`src/design/brq_pkg.sv`:
```
package brq_pkg;

    // bus unit codes, top two bits are the domain and low two the subdomain
    typedef enum logic [3:0] {
        UNIT_IO  = 4'd1,
        UNIT_IE  = 4'd2,
        UNIT_DO  = 4'd5,
        UNIT_DE  = 4'd6,
        UNIT_B0  = 4'd8,
        UNIT_B1  = 4'd9,
        UNIT_B2  = 4'd10,
        UNIT_B3  = 4'd11,
        UNIT_DMA = 4'd12
    } unitCode_e;

    // requesters, index 10 is DMA down to B3 at index 0
    localparam int NUM_REQ = 11;

    // one free level per unit
    localparam int NUM_FREE = 9;

    localparam int FREE_IE  = 8;
    localparam int FREE_IO  = 7;
    localparam int FREE_DE  = 6;
    localparam int FREE_DO  = 5;
    localparam int FREE_B0  = 4;
    localparam int FREE_B1  = 3;
    localparam int FREE_B2  = 2;
    localparam int FREE_B3  = 1;
    localparam int FREE_DMA = 0;

    // return unit per requester, listed from index 0 (B3) up to index 10 (DMA)
    localparam unitCode_e REQ_UNIT [0:NUM_REQ-1] = '{
        UNIT_B3,
        UNIT_B2,
        UNIT_B1,
        UNIT_B0,
        UNIT_DO,
        UNIT_DO,
        UNIT_DE,
        UNIT_DE,
        UNIT_IO,
        UNIT_IE,
        UNIT_DMA
    };

endpackage

```
`src/design/brq_dispatch.sv`:
```
`timescale 1ns/1ps

module brq_dispatch
    import brq_pkg::*;
#(
    parameter int DEPTH = 11
) (
    input  logic [DEPTH-1:0]      slotValid,
    input  unitCode_e [DEPTH-1:0] slotSource,
    input  logic [DEPTH-1:0][3:0] slotDest,
    input  logic [NUM_FREE-1:0]   free,
    input  logic                  pull,
    output logic [DEPTH-1:0]      remove,
    output logic                  reqReady,
    output unitCode_e             sendOut
);

    logic [DEPTH-1:0] unitFree;
    logic [DEPTH-1:0] slotReady;
    logic [3:0]       sendBits;

    // decode each destination onto its unit's free level
    always_comb begin
        for (int i = 0; i < DEPTH; i++) begin
            case (slotDest[i])
                UNIT_IE:  unitFree[i] = free[FREE_IE];
                UNIT_IO:  unitFree[i] = free[FREE_IO];
                UNIT_DE:  unitFree[i] = free[FREE_DE];
                UNIT_DO:  unitFree[i] = free[FREE_DO];
                UNIT_B0:  unitFree[i] = free[FREE_B0];
                UNIT_B1:  unitFree[i] = free[FREE_B1];
                UNIT_B2:  unitFree[i] = free[FREE_B2];
                UNIT_B3:  unitFree[i] = free[FREE_B3];
                UNIT_DMA: unitFree[i] = free[FREE_DMA];
                // unknown codes never get dispatched
                default:  unitFree[i] = 1'b0;
            endcase
        end
    end

    assign slotReady = slotValid & unitFree & {DEPTH{pull}};

    // oldest ready slot wins, which is the highest index
    always_comb begin
        remove = '0;
        for (int i = 0; i < DEPTH; i++) begin
            if (slotReady[i]) begin
                remove    = '0;
                remove[i] = 1'b1;
            end
        end
    end

    // and-or mux on the one-hot pick
    always_comb begin
        sendBits = 4'h0;
        for (int i = 0; i < DEPTH; i++) begin
            sendBits = sendBits | (slotSource[i] & {4{remove[i]}});
        end
    end

    assign sendOut  = unitCode_e'(sendBits);
    assign reqReady = |slotReady;

endmodule

```
`src/design/brq_intake.sv`:
```
`timescale 1ns/1ps

module brq_intake
    import brq_pkg::*;
(
    input  logic [NUM_REQ-1:0]      req,
    input  logic [NUM_REQ-1:0][3:0] dest,
    input  logic                    accept,
    output logic [NUM_REQ-1:0]      ack,
    output logic                    newValid,
    output unitCode_e               newSource,
    output logic [3:0]              newDest
);

    localparam int IDX_W = $clog2(NUM_REQ);

    logic [NUM_REQ-1:0] grant;
    logic [IDX_W-1:0]   winner;

    // fixed priority, the highest active index wins
    always_comb begin
        grant  = '0;
        winner = '0;
        for (int i = 0; i < NUM_REQ; i++) begin
            if (req[i]) begin
                grant     = '0;
                grant[i]  = 1'b1;
                winner    = IDX_W'(i);
            end
        end
    end

    assign newValid = |req;

    // the entry carries the requester's return code and its destination
    assign newSource = REQ_UNIT[winner];
    assign newDest   = dest[winner];

    // no ack while the queue cannot take slot 0
    assign ack = grant & {NUM_REQ{accept}};

endmodule

```
`src/design/brq_queue.sv`:
```
`timescale 1ns/1ps

module brq_queue
    import brq_pkg::*;
#(
    parameter int DEPTH = 11
) (
    input  logic                  clk,
    input  logic                  rst,
    input  logic                  newValid,
    input  unitCode_e             newSource,
    input  logic [3:0]            newDest,
    input  logic [DEPTH-1:0]      remove,
    output logic                  accept,
    output logic [DEPTH-1:0]      slotValid,
    output unitCode_e [DEPTH-1:0] slotSource,
    output logic [DEPTH-1:0][3:0] slotDest
);

    logic [DEPTH-1:0]      slotGap;
    logic [DEPTH-1:0]      slotLoad;
    logic [DEPTH-1:0]      shiftValid;
    unitCode_e [DEPTH-1:0] shiftSource;
    logic [DEPTH-1:0][3:0] shiftDest;

    // a slot opens when it is empty or its entry leaves this cycle
    assign slotGap = ~slotValid | remove;

    // load when this slot or any older one opens, slot DEPTH-1 is the oldest
    always_comb begin
        slotLoad[DEPTH-1] = slotGap[DEPTH-1];
        for (int i = DEPTH - 2; i >= 0; i--) begin
            slotLoad[i] = slotLoad[i+1] | slotGap[i];
        end
    end

    // each slot takes its younger neighbor, slot 0 takes the new entry
    always_comb begin
        shiftValid[0]  = newValid;
        shiftSource[0] = newSource;
        shiftDest[0]   = newDest;
        for (int i = 1; i < DEPTH; i++) begin
            // a removed entry is dropped while it moves up
            shiftValid[i]  = slotValid[i-1] & ~remove[i-1];
            shiftSource[i] = slotSource[i-1];
            shiftDest[i]   = slotDest[i-1];
        end
    end

    always_ff @(posedge clk) begin
        if (rst) begin
            slotValid <= '0;
        end else begin
            for (int i = 0; i < DEPTH; i++) begin
                if (slotLoad[i]) begin
                    slotValid[i] <= shiftValid[i];
                end
            end
        end
    end

    always_ff @(posedge clk) begin
        for (int i = 0; i < DEPTH; i++) begin
            if (slotLoad[i]) begin
                slotSource[i] <= shiftSource[i];
                slotDest[i]   <= shiftDest[i];
            end
        end
    end

    // slot 0 loads whenever the queue has room after this cycle's removal
    assign accept = slotLoad[0];

endmodule

```
`src/design/brq_top.sv`:
```
`timescale 1ns/1ps

module brq_top
    import brq_pkg::*;
#(
    parameter int DEPTH = 11
) (
    input  logic                    clk,
    input  logic                    rst,
    input  logic [NUM_REQ-1:0]      req,
    input  logic [NUM_REQ-1:0][3:0] dest,
    input  logic [NUM_FREE-1:0]     free,
    input  logic                    pull,
    output logic [NUM_REQ-1:0]      ack,
    output logic                    reqReady,
    output unitCode_e               sendOut
);

    logic                  newValid;
    unitCode_e             newSource;
    logic [3:0]            newDest;
    logic                  accept;
    logic [DEPTH-1:0]      remove;
    logic [DEPTH-1:0]      slotValid;
    unitCode_e [DEPTH-1:0] slotSource;
    logic [DEPTH-1:0][3:0] slotDest;

    brq_intake intake_i (
        .req       (req),
        .dest      (dest),
        .accept    (accept),
        .ack       (ack),
        .newValid  (newValid),
        .newSource (newSource),
        .newDest   (newDest)
    );

    brq_queue #(
        .DEPTH (DEPTH)
    ) queue_i (
        .clk        (clk),
        .rst        (rst),
        .newValid   (newValid),
        .newSource  (newSource),
        .newDest    (newDest),
        .remove     (remove),
        .accept     (accept),
        .slotValid  (slotValid),
        .slotSource (slotSource),
        .slotDest   (slotDest)
    );

    // removal and intake share the same edge
    brq_dispatch #(
        .DEPTH (DEPTH)
    ) dispatch_i (
        .slotValid  (slotValid),
        .slotSource (slotSource),
        .slotDest   (slotDest),
        .free       (free),
        .pull       (pull),
        .remove     (remove),
        .reqReady   (reqReady),
        .sendOut    (sendOut)
    );

endmodule

```
`config.mk`:
```
export PLATFORM = sky130hd
export DESIGN_NAME = brq_top
export DESIGN_NICKNAME = d
export VERILOG_FILES = /design/src/design/brq_pkg.sv /design/src/design/brq_dispatch.sv /design/src/design/brq_intake.sv /design/src/design/brq_queue.sv /design/src/design/brq_top.sv
export SDC_FILE = /design/constraint.sdc
export NUM_CORES = 1
export LEC_CHECK = 0
export BUFFER_PORTS_ARGS = -buffer_cell sky130_fd_sc_hd__buf_2
export CAP_MARGIN = 20
export CORE_MARGIN = 2
export CORE_UTILIZATION = 60
export CTS_CLUSTER_DIAMETER = 50
export DETAILED_ROUTE_END_ITERATION = 10
export PLACE_DENSITY = 0.9
export SKIP_LAST_GASP = 1
export SLEW_MARGIN = 10
export SYNTH_ARGS = -nofsm -noshare
export SYNTH_HDL_FRONTEND = slang
export SYNTH_SLANG_ARGS = --single-unit
export TNS_END_PERCENT = 10
```
`constraint.sdc`:
```
create_clock -name clk -period 5.7 [get_ports clk]
set_input_delay 1.14 -clock clk [delete_from_list [all_inputs] [get_ports clk]]
set_output_delay 1.14 -clock clk [all_outputs]
set_load 0.01 [all_outputs]
```
# Word-level counts from Yosys, hierarchy flattened
# Memory sizes are Yosys's and may differ from the RTL's. A register that Yosys moved wholly into a read port is not among the register bits.
# Cells that the tools add are included.
# classes
muxes,45
n_bitwise,57
order_cmp,1
eq_ne,99
n_reduce_logical,2
# op_table
op,n
== test 4 bit (second input constant),55
one-hot mux 1 bit (9 select lines),11
== test 4 x 3 -> 1 bit (second input constant),22
AND 4 bit,11
== test 4 x 1 -> 1 bit (second input constant),11
== test 4 x 2 -> 1 bit (second input constant),11
bitwise OR 4 bit,10
AND 11 bit,3
2-to-1 mux 4 bit,6
2-to-1 mux 11 bit,2
OR reduction 11 bit,2
2-to-1 mux 10 bit,2
2-to-1 mux 3 bit,6
2-to-1 mux 9 bit,2
binary-select mux 4 bit (select 4 bit),1
2-to-1 mux 8 bit,2
2-to-1 mux 7 bit,2
2-to-1 mux 6 bit,2
NOT 11 bit,1
bitwise OR 11 bit,1
AND 1 bit,10
2-to-1 mux 5 bit,2
NOT 1 bit,10
bitwise OR 1 bit,10
4 further kinds,9
# word_totals
out_inout_bits,16
input_bits,67
register_bits,95
mem_count,1
mem_bits_ro,64
wordCells,237
# mem_list
memory,depth,word_bits,rd,rd_clocked_by_memory_dff,wr,line,source
(no name shown),16,4,1,1,0,brq_intake.sv:36,assign newSource = REQ_UNIT[winner];

# Longest topological paths before layout
# Gate-level depths: netlist (run 1).
# depth
word_depth,27
ltp_mapped,9
mapped_depth_nobuf,8

# Cells and area by module
# Synthesis (run 1) repeated with hierarchy kept, for this count alone.
# hier_totals
hier_cells,528
hier_area_um2,5952.0
# modules_own_cells
mod,seq_area_each_um2,n_inst,area_each_um2,cells_per_inst
brq_queue,2862.7,1,3183.1,145
brq_dispatch,0.0,1,2115.8,286
brq_intake,0.0,1,653.1,97

# Least setup slack after synthesis (run 1)
# Ideal clock, no wire load.
# synth_path
kind,input-to-output
startpoint,input port free[4]
endpoint,output port ack[6]
slack_ps,1185
path_stages,9
t_required_ps,4560
n_path_buf,1
arrival_ps,3375
cell_sequence,clkbuf_1 > mux4_2 > mux2_2 > o2111ai_1 > nor3b_2 > nand4_1 > nor3_4 > inv_2 > and4_1
# synth_between
elab_chain_cells,17
elab_cells_between_ends,36
classes_between,mux: 22; bitwise: 14
# synth_rtl
element,line,source
from (decl),brq_top.sv:12,"input logic [NUM_FREE-1:0] free,"
one-hot mux 1 bit (9 select lines),brq_dispatch.sv:25,case (slotDest[i])
AND 11 bit * (2 in series),brq_dispatch.sv:41,assign slotReady = slotValid & unitFree & {DEPTH{pull}};
2-to-1 mux 10 bit (tied with other cells),brq_dispatch.sv:47,if (slotReady[i]) begin
2-to-1 mux 11 bit *,brq_dispatch.sv:47,
bitwise OR 11 bit *,brq_queue.sv:27,assign slotGap = ~slotValid | remove;
bitwise OR 1 bit (tied with other cells) (8 in series),brq_queue.sv:33,slotLoad[i] = slotLoad[i+1] | slotGap[i];
bitwise OR 1 bit / bitwise OR 11 bit (equally long branches),"brq_queue.sv:33, brq_queue.sv:27",
bitwise OR 1 bit *,brq_queue.sv:33,
via accept,brq_top.sv:22,logic accept;
AND 11 bit *,brq_intake.sv:40,assign ack = grant & {NUM_REQ{accept}};
to (decl),brq_top.sv:14,"output logic [NUM_REQ-1:0] ack,"
# The timed path passes the listed nets; every way through them passes the cells marked *.

# Worst setup path after layout (run 1)
# layout_path
startpoint,input port free[1]
endpoint,output port ack[6]
# The elaborated chain is that of the path after synthesis.

==> impl_metrics.json, run 1 <==
{
  "dieArea_sq_um": 10100,
  "reg2reg_to": "queue_i.slotDest[2]",
  "avgSynthCellArea_sq_um": 11.6,
  "grt_overflow": 0,
  "cp_slowest_stage_delay_ns": 0.49,
  "cap_violations": 0,
  "place_congestion": 0.954,
  "synthTopCellsByArea": "edfxtp_1 (47%), mux2i_1 (6.1%), dfxtp_1 (3.9%)",
  "start_kind": "input port",
  "nNetsFinal": 625,
  "yosysWarnings": 0,
  "yosys.area.top_type": "edfxtp_1",
  "crit_cells": 10,
  "layout-drive-gt1-share_pct": 25.0,
  "first_global_vias": 4357,
  "cts_setup_buffers": 0,
  "fmax_ghz": 0.197,
  "grt_pass1_wl_um": 20700,
  "synth_flop_cell": "edfxtp_1",
  "dr.pass1.iters": 5,
  "crit_end": "ack[6]",
  "vias_per_cell": 6.64,
  "grt_max_degree": 20,
  "cts-root-buf": "clkbuf_8",
  "start_util_pct": 61.0,
  "reg2reg_slack_ns": 2.68,
  "synth_most_common_cell": "edfxtp_1",
  "rsz0062_at_grt": "no",
  "place_hpwl_um": 9840,
  "die_y_um": 100,
  "p_per_area_nw_per_um2": 254,
  "worst-path-buf-inv": 3,
  "fin_crit_ns": 5.08,
  "critPathLaunch": "free[1]",
  "path_max_fanout": 11,
  "status": "completed",
  "worst_slew_pin_slew_ns": 0.956,
  "remaining_drc_errors": 0,
  "whs_ns": 0.457,
  "fin_crit_sh_pct": 89.1,
  "synth_edf_count": 88,
  "io_pins": 83,
  "area_growth_pct": 12.3,
  "rows": 35,
  "path_delay_family": "simple AND/OR/NAND/NOR gates",
  "endpoint_kind": "output port",
  "setup_viol": 0,
  "synthTopCellsByCount": "edfxtp_1 (88), mux2i_1 (34), nand2_1 (27)",
  "path_class": "in2out",
  "ys_types": 71,
  "postCtsHoldBufs": 0,
  "hold_viol": 0,
  "synth_top_area_share_pct": 47.3,
  "cp.required_ns": 4.56,
  "finalWirelength_um": 13200,
  "cts_buffer_depth": 2,
  "antenna_cells": 0,
  "wl_per_cell_um": 19.5,
  "cp_slowest_cell": "or3_1",
  "clk_pin_slew_ns": 0.10,
  "worstHoldPathType": "reg2reg",
  "cpMostUsedCell": "buf_2",
  "die_w_um": 100,
  "ys_seq_area_share_pct": 51.2,
  "arrival_ns": 3.94,
  "worstReg2RegStart": "queue_i.slotDest[20]",
  "insertion_delay_ns": 0.38,
  "finalSetupTns_ns": 0,
  "cts_tree": "yes",
  "final_antenna_net_count": 0,
  "cts_htree_levels": 3,
  "core_area_sq_um": 9150,
  "leakagePower_nw": 2.42,
  "cts_resized": 0,
  "slew_headroom_pct": 35.8,
  "first_iter_violations": 325,
  "portBuffers": 82,
  "fin_skew_ns": 0.00976,
  "peakVddDrop_uv": 154,
  "cts_buffers": 9,
  "crit_chain": "buf_2 -> mux2_1 -> and3_1 -> o311ai_2 -> nor2_1 -> or3_1 -> nor3_4 -> inv_2 -> and4_1 -> buf_2",
  "clock-sinks": 99,
  "syn_area_sq_um": 5590,
  "vias": 4476,
  "synth_fp_nets": 548,
  "antenna_found_initial": 0,
  "track_usage_pct": 26.4,
  "ys_ff_latch": 99,
  "syn_inst": 481,
  "postSynth.asyncResetShare_pct": 0,
  "maxSlewViolCount": 0,
  "r2r_cells": 7
}
## cell type report
type	count	area, sq um
clock inverter	7	67.6
sequential	99	2860
fill	672	2880
clock buffer	9	124
tap	111	139
multi-input combinational	344	2570
timing repair buffer	87	448
inverter	17	63.8
## metal layers
layer / track usage, % / vias up / share of wire [%]
met1: 29.8 / 2132 / 38
met2: 47.9 / 239 / 52
li1: - / 2064 / -
met4: 14.1 / 0 / 3.2
met3: 3.95 / 41 / 6.6
met5: 0 / - / 0
## registers in the layout (all words and copies together), names as in the netlist
name                cells
queue_i.slotValid      11
queue_i.slotDest       44
queue_i.slotSource     44
## cell usage in the layout, fill, tap and decap left out, types with 8 or more instances in the layout
cell	netlist	routed
o21ai_0	12	12
dfxtp_1	11	11
mux2i_1	34	34
nor3b_1	10	10
and3_1	9	9
buf_2	2	82
inv_1	15	15
nand2b_1	23	23
edfxtp_1	88	88
nand3_1	17	17
nor2b_1	18	18
a21oi_1	17	17
a22oi_1	8	8
nand4_1	11	11
clkbuf_8	0	9
nor2_1	15	15
nor3_1	16	16
mux2_2	13	13
nand2_1	27	27
## worst min-delay path by stage
stage,startpoint,endpoint,slack [ns],cells past startpoint
floorplan,queue_i.slotSource[0],queue_i.slotSource[4],0.42,0
global placement,queue_i.slotSource[22],queue_i.slotSource[26],0.42,0
detailed placement,queue_i.slotSource[22],queue_i.slotSource[26],0.43,0
CTS,queue_i.slotSource[25],queue_i.slotSource[29],0.46,0
global route,queue_i.slotSource[18],queue_i.slotSource[22],0.47,0
finish,queue_i.slotSource[1],queue_i.slotSource[5],0.46,0
## power by group
part	internal [mW]	switching, mW
logic	0.111	0.106
registers	0.865	0.0711
clock network	0.170	0.268
total	1.15	0.445
## metrics by stage
step / area (sq um) / std cells / utilization, % / setup slack (ns) / total power [mW]
after detailed placement: 6080 / 658 / 66.5 / 0.639 / 1.16
after global routing: 6270 / 674 / 68.6 / 0.472 / 1.65
final: 6270 / 674 / 68.6 / 0.621 / 1.59
after global placement: 6080 / 658 / 66.5 / 0.731 / 1.15
after floorplan: 5590 / 481 / - / 1.18 / 1.08
after CTS: 6270 / 674 / 68.6 / 0.633 / 1.59
## logic make-up after synthesis
| logic type | share of synthesized area, % |
|---|---|
| simple gates | 19.7 |
| compound gates | 14.2 |
| flops | 51.2 |
| mux | 11.8 |
| buf+inv | 2.87 |
| xor+xnor | 0.157 |
(Power assumes the default switching activity.)
==> run 2, diff against run 1 <==
Settings changed: PLACE_DENSITY 0.9 to 0.92.
==> impl_metrics.json, run 2 (same netlist as run 1, synthesis figures left out) <==
{
  "status": "completed",
  "cap_violations": 0,
  "hold-path-cell-count": 0,
  "critPathLaunch": "free[1]",
  "cts_buffer_depth": 2,
  "nNetsFinal": 625,
  "largestRegisters": "queue_i.slotDest x44, queue_i.slotSource x44, queue_i.slotValid x11",
  "hold_viol": 0,
  "dr_wl_met3_um": 985,
  "cts_htree_levels": 3,
  "finalSetupTns_ns": 0,
  "clock-sinks": 99,
  "leakagePower_nw": 2.43,
  "met2_length_um": 6700,
  "m1WireLength_um": 4930,
  "antenna_found_initial": 0,
  "area_growth_pct": 12.7,
  "start_kind": "input port",
  "p_per_area_nw_per_um2": 259,
  "first_iter_violations": 271,
  "finalWirelength_um": 13100,
  "arrival_ns": 4.03,
  "highest_layer": "met4",
  "dieArea_sq_um": 10100,
  "clk_pin_slew_ns": 0.09,
  "dr.pass1.iters": 5,
  "cts_setup_buffers": 0,
  "postCtsHoldBufs": 0,
  "core_area_sq_um": 9150,
  "insertion_delay_ns": 0.36,
  "endpoint_kind": "output port",
  "wl_per_cell_um": 19.5,
  "cts_tree": "yes",
  "cts-root-buf": "clkbuf_8",
  "rsz0062_at_grt": "no",
  "fin_crit_ns": 5.17,
  "fin_crit_sh_pct": 90.8,
  "vias": 4492,
  "worst_slew_pin_slew_ns": 0.943,
  "hp-start": "queue_i.slotSource[0]",
  "io_pins": 83,
  "first_global_vias": 4524,
  "fmax_ghz": 0.193,
  "path_max_fanout": 11,
  "layout-drive-gt1-share_pct": 24.7,
  "portBuffers": 82,
  "r2r_cells": 7,
  "maxSlewViolCount": 0,
  "final_cell_mix": "edfxtp_1 (88), buf_2 (82), mux2i_1 (34), nand2_1 (27), nand2b_1 (23)",
  "utilization_pct": 68.8,
  "finalInstanceArea_sq_um": 6290,
  "cts_resized": 0,
  "dp_slack_ns": 0.578,
  "fill_cells": 646,
  "path_class": "in2out",
  "die_w_um": 100,
  "place_hpwl_um": 9880,
  "place_area_sq_um": 6080,
  "grt_pass1_wl_um": 21300,
  "antenna_cells": 0,
  "worstReg2RegStart": "queue_i.slotDest[20]",
  "reg2reg_slack_ns": 2.60,
  "start_util_pct": 61.0,
  "layout.cells.most_common": "edfxtp_1",
  "slew_headroom_pct": 36.6,
  "remaining_drc_errors": 0,
  "place_congestion": 0.939,
  "final_antenna_net_count": 0,
  "grt_overflow": 0,
  "worstHoldPathType": "reg2reg",
  "peakVddDrop_uv": 154,
  "grt_max_degree": 20,
  "setup_viol": 0,
  "die_y_um": 100,
  "setup_slack_ns": 0.527,
  "track_usage_pct": 27.0,
  "vias_per_cell": 6.67,
  "rows": 35,
  "cp.required_ns": 4.56,
  "cts_buffers": 9,
  "fin_skew_ns": 0.0150
}
==> run 2: cell count changes in the layout (fill, tap and decap cells not counted) <==
cell,change
inv_6,-1
clkinv_8,-1
bufinv_16,+2
clkinv_4,-1
inv_8,-1
clkinv_1,+1
==> run 2: path summary, 6_finish.rpt <==
check                     endpoint
min          queue_i.slotSource[4]
min reg2reg  queue_i.slotSource[4]
max reg2reg  queue_i.slotSource[0]
max                         ack[6]
==> run 2: through the flow <==
| stage | power, mW | hold WS (ns) | cells |
|---|---|---|---|
| after floorplan | 1.08 | 0.417 | 481 |
| after global placement | 1.15 | 0.423 | 658 |
| after detailed placement | 1.16 | 0.430 | 658 |
| after CTS | 1.63 | 0.455 | 673 |
| after global routing | 1.69 | 0.460 | 673 |
| final | 1.63 | 0.448 | 673 |
==> run 2: final cells by class <==
class / instances / area (sq um) / area share [%]
timing repair buffer: 87 / 448 / 7.12
tap: 111 / 139 / 2.21
multi-input combinational: 344 / 2570 / 40.8
clock inverter: 6 / 86.3 / 1.37
clock buffer: 9 / 124 / 1.97
sequential: 99 / 2860 / 45.5
inverter: 17 / 63.8 / 1.01
==> run 2: worst max-delay path: stages <==
cell      delay, ns
buf_2          0.17
mux2_1         0.30
and3_1         0.19
o311ai_2       0.51
nor2_1         0.18
or3_1          0.48
nor3_4         0.47
inv_2          0.21
and4_1         0.24
buf_2          0.14
==> run 2: per-layer routing <==
metal	vias up	GRT usage [%]
met5	-	0
met2	253	47.3
met1	2128	31.3
li1	2067	-
met3	44	5.13
met4	0	14.3
==> run 2: where the power goes <==
group | internal [mW] | switching [mW]
clock | 0.246 | 0.237
combinational | 0.111 | 0.104
sequential | 0.865 | 0.0712
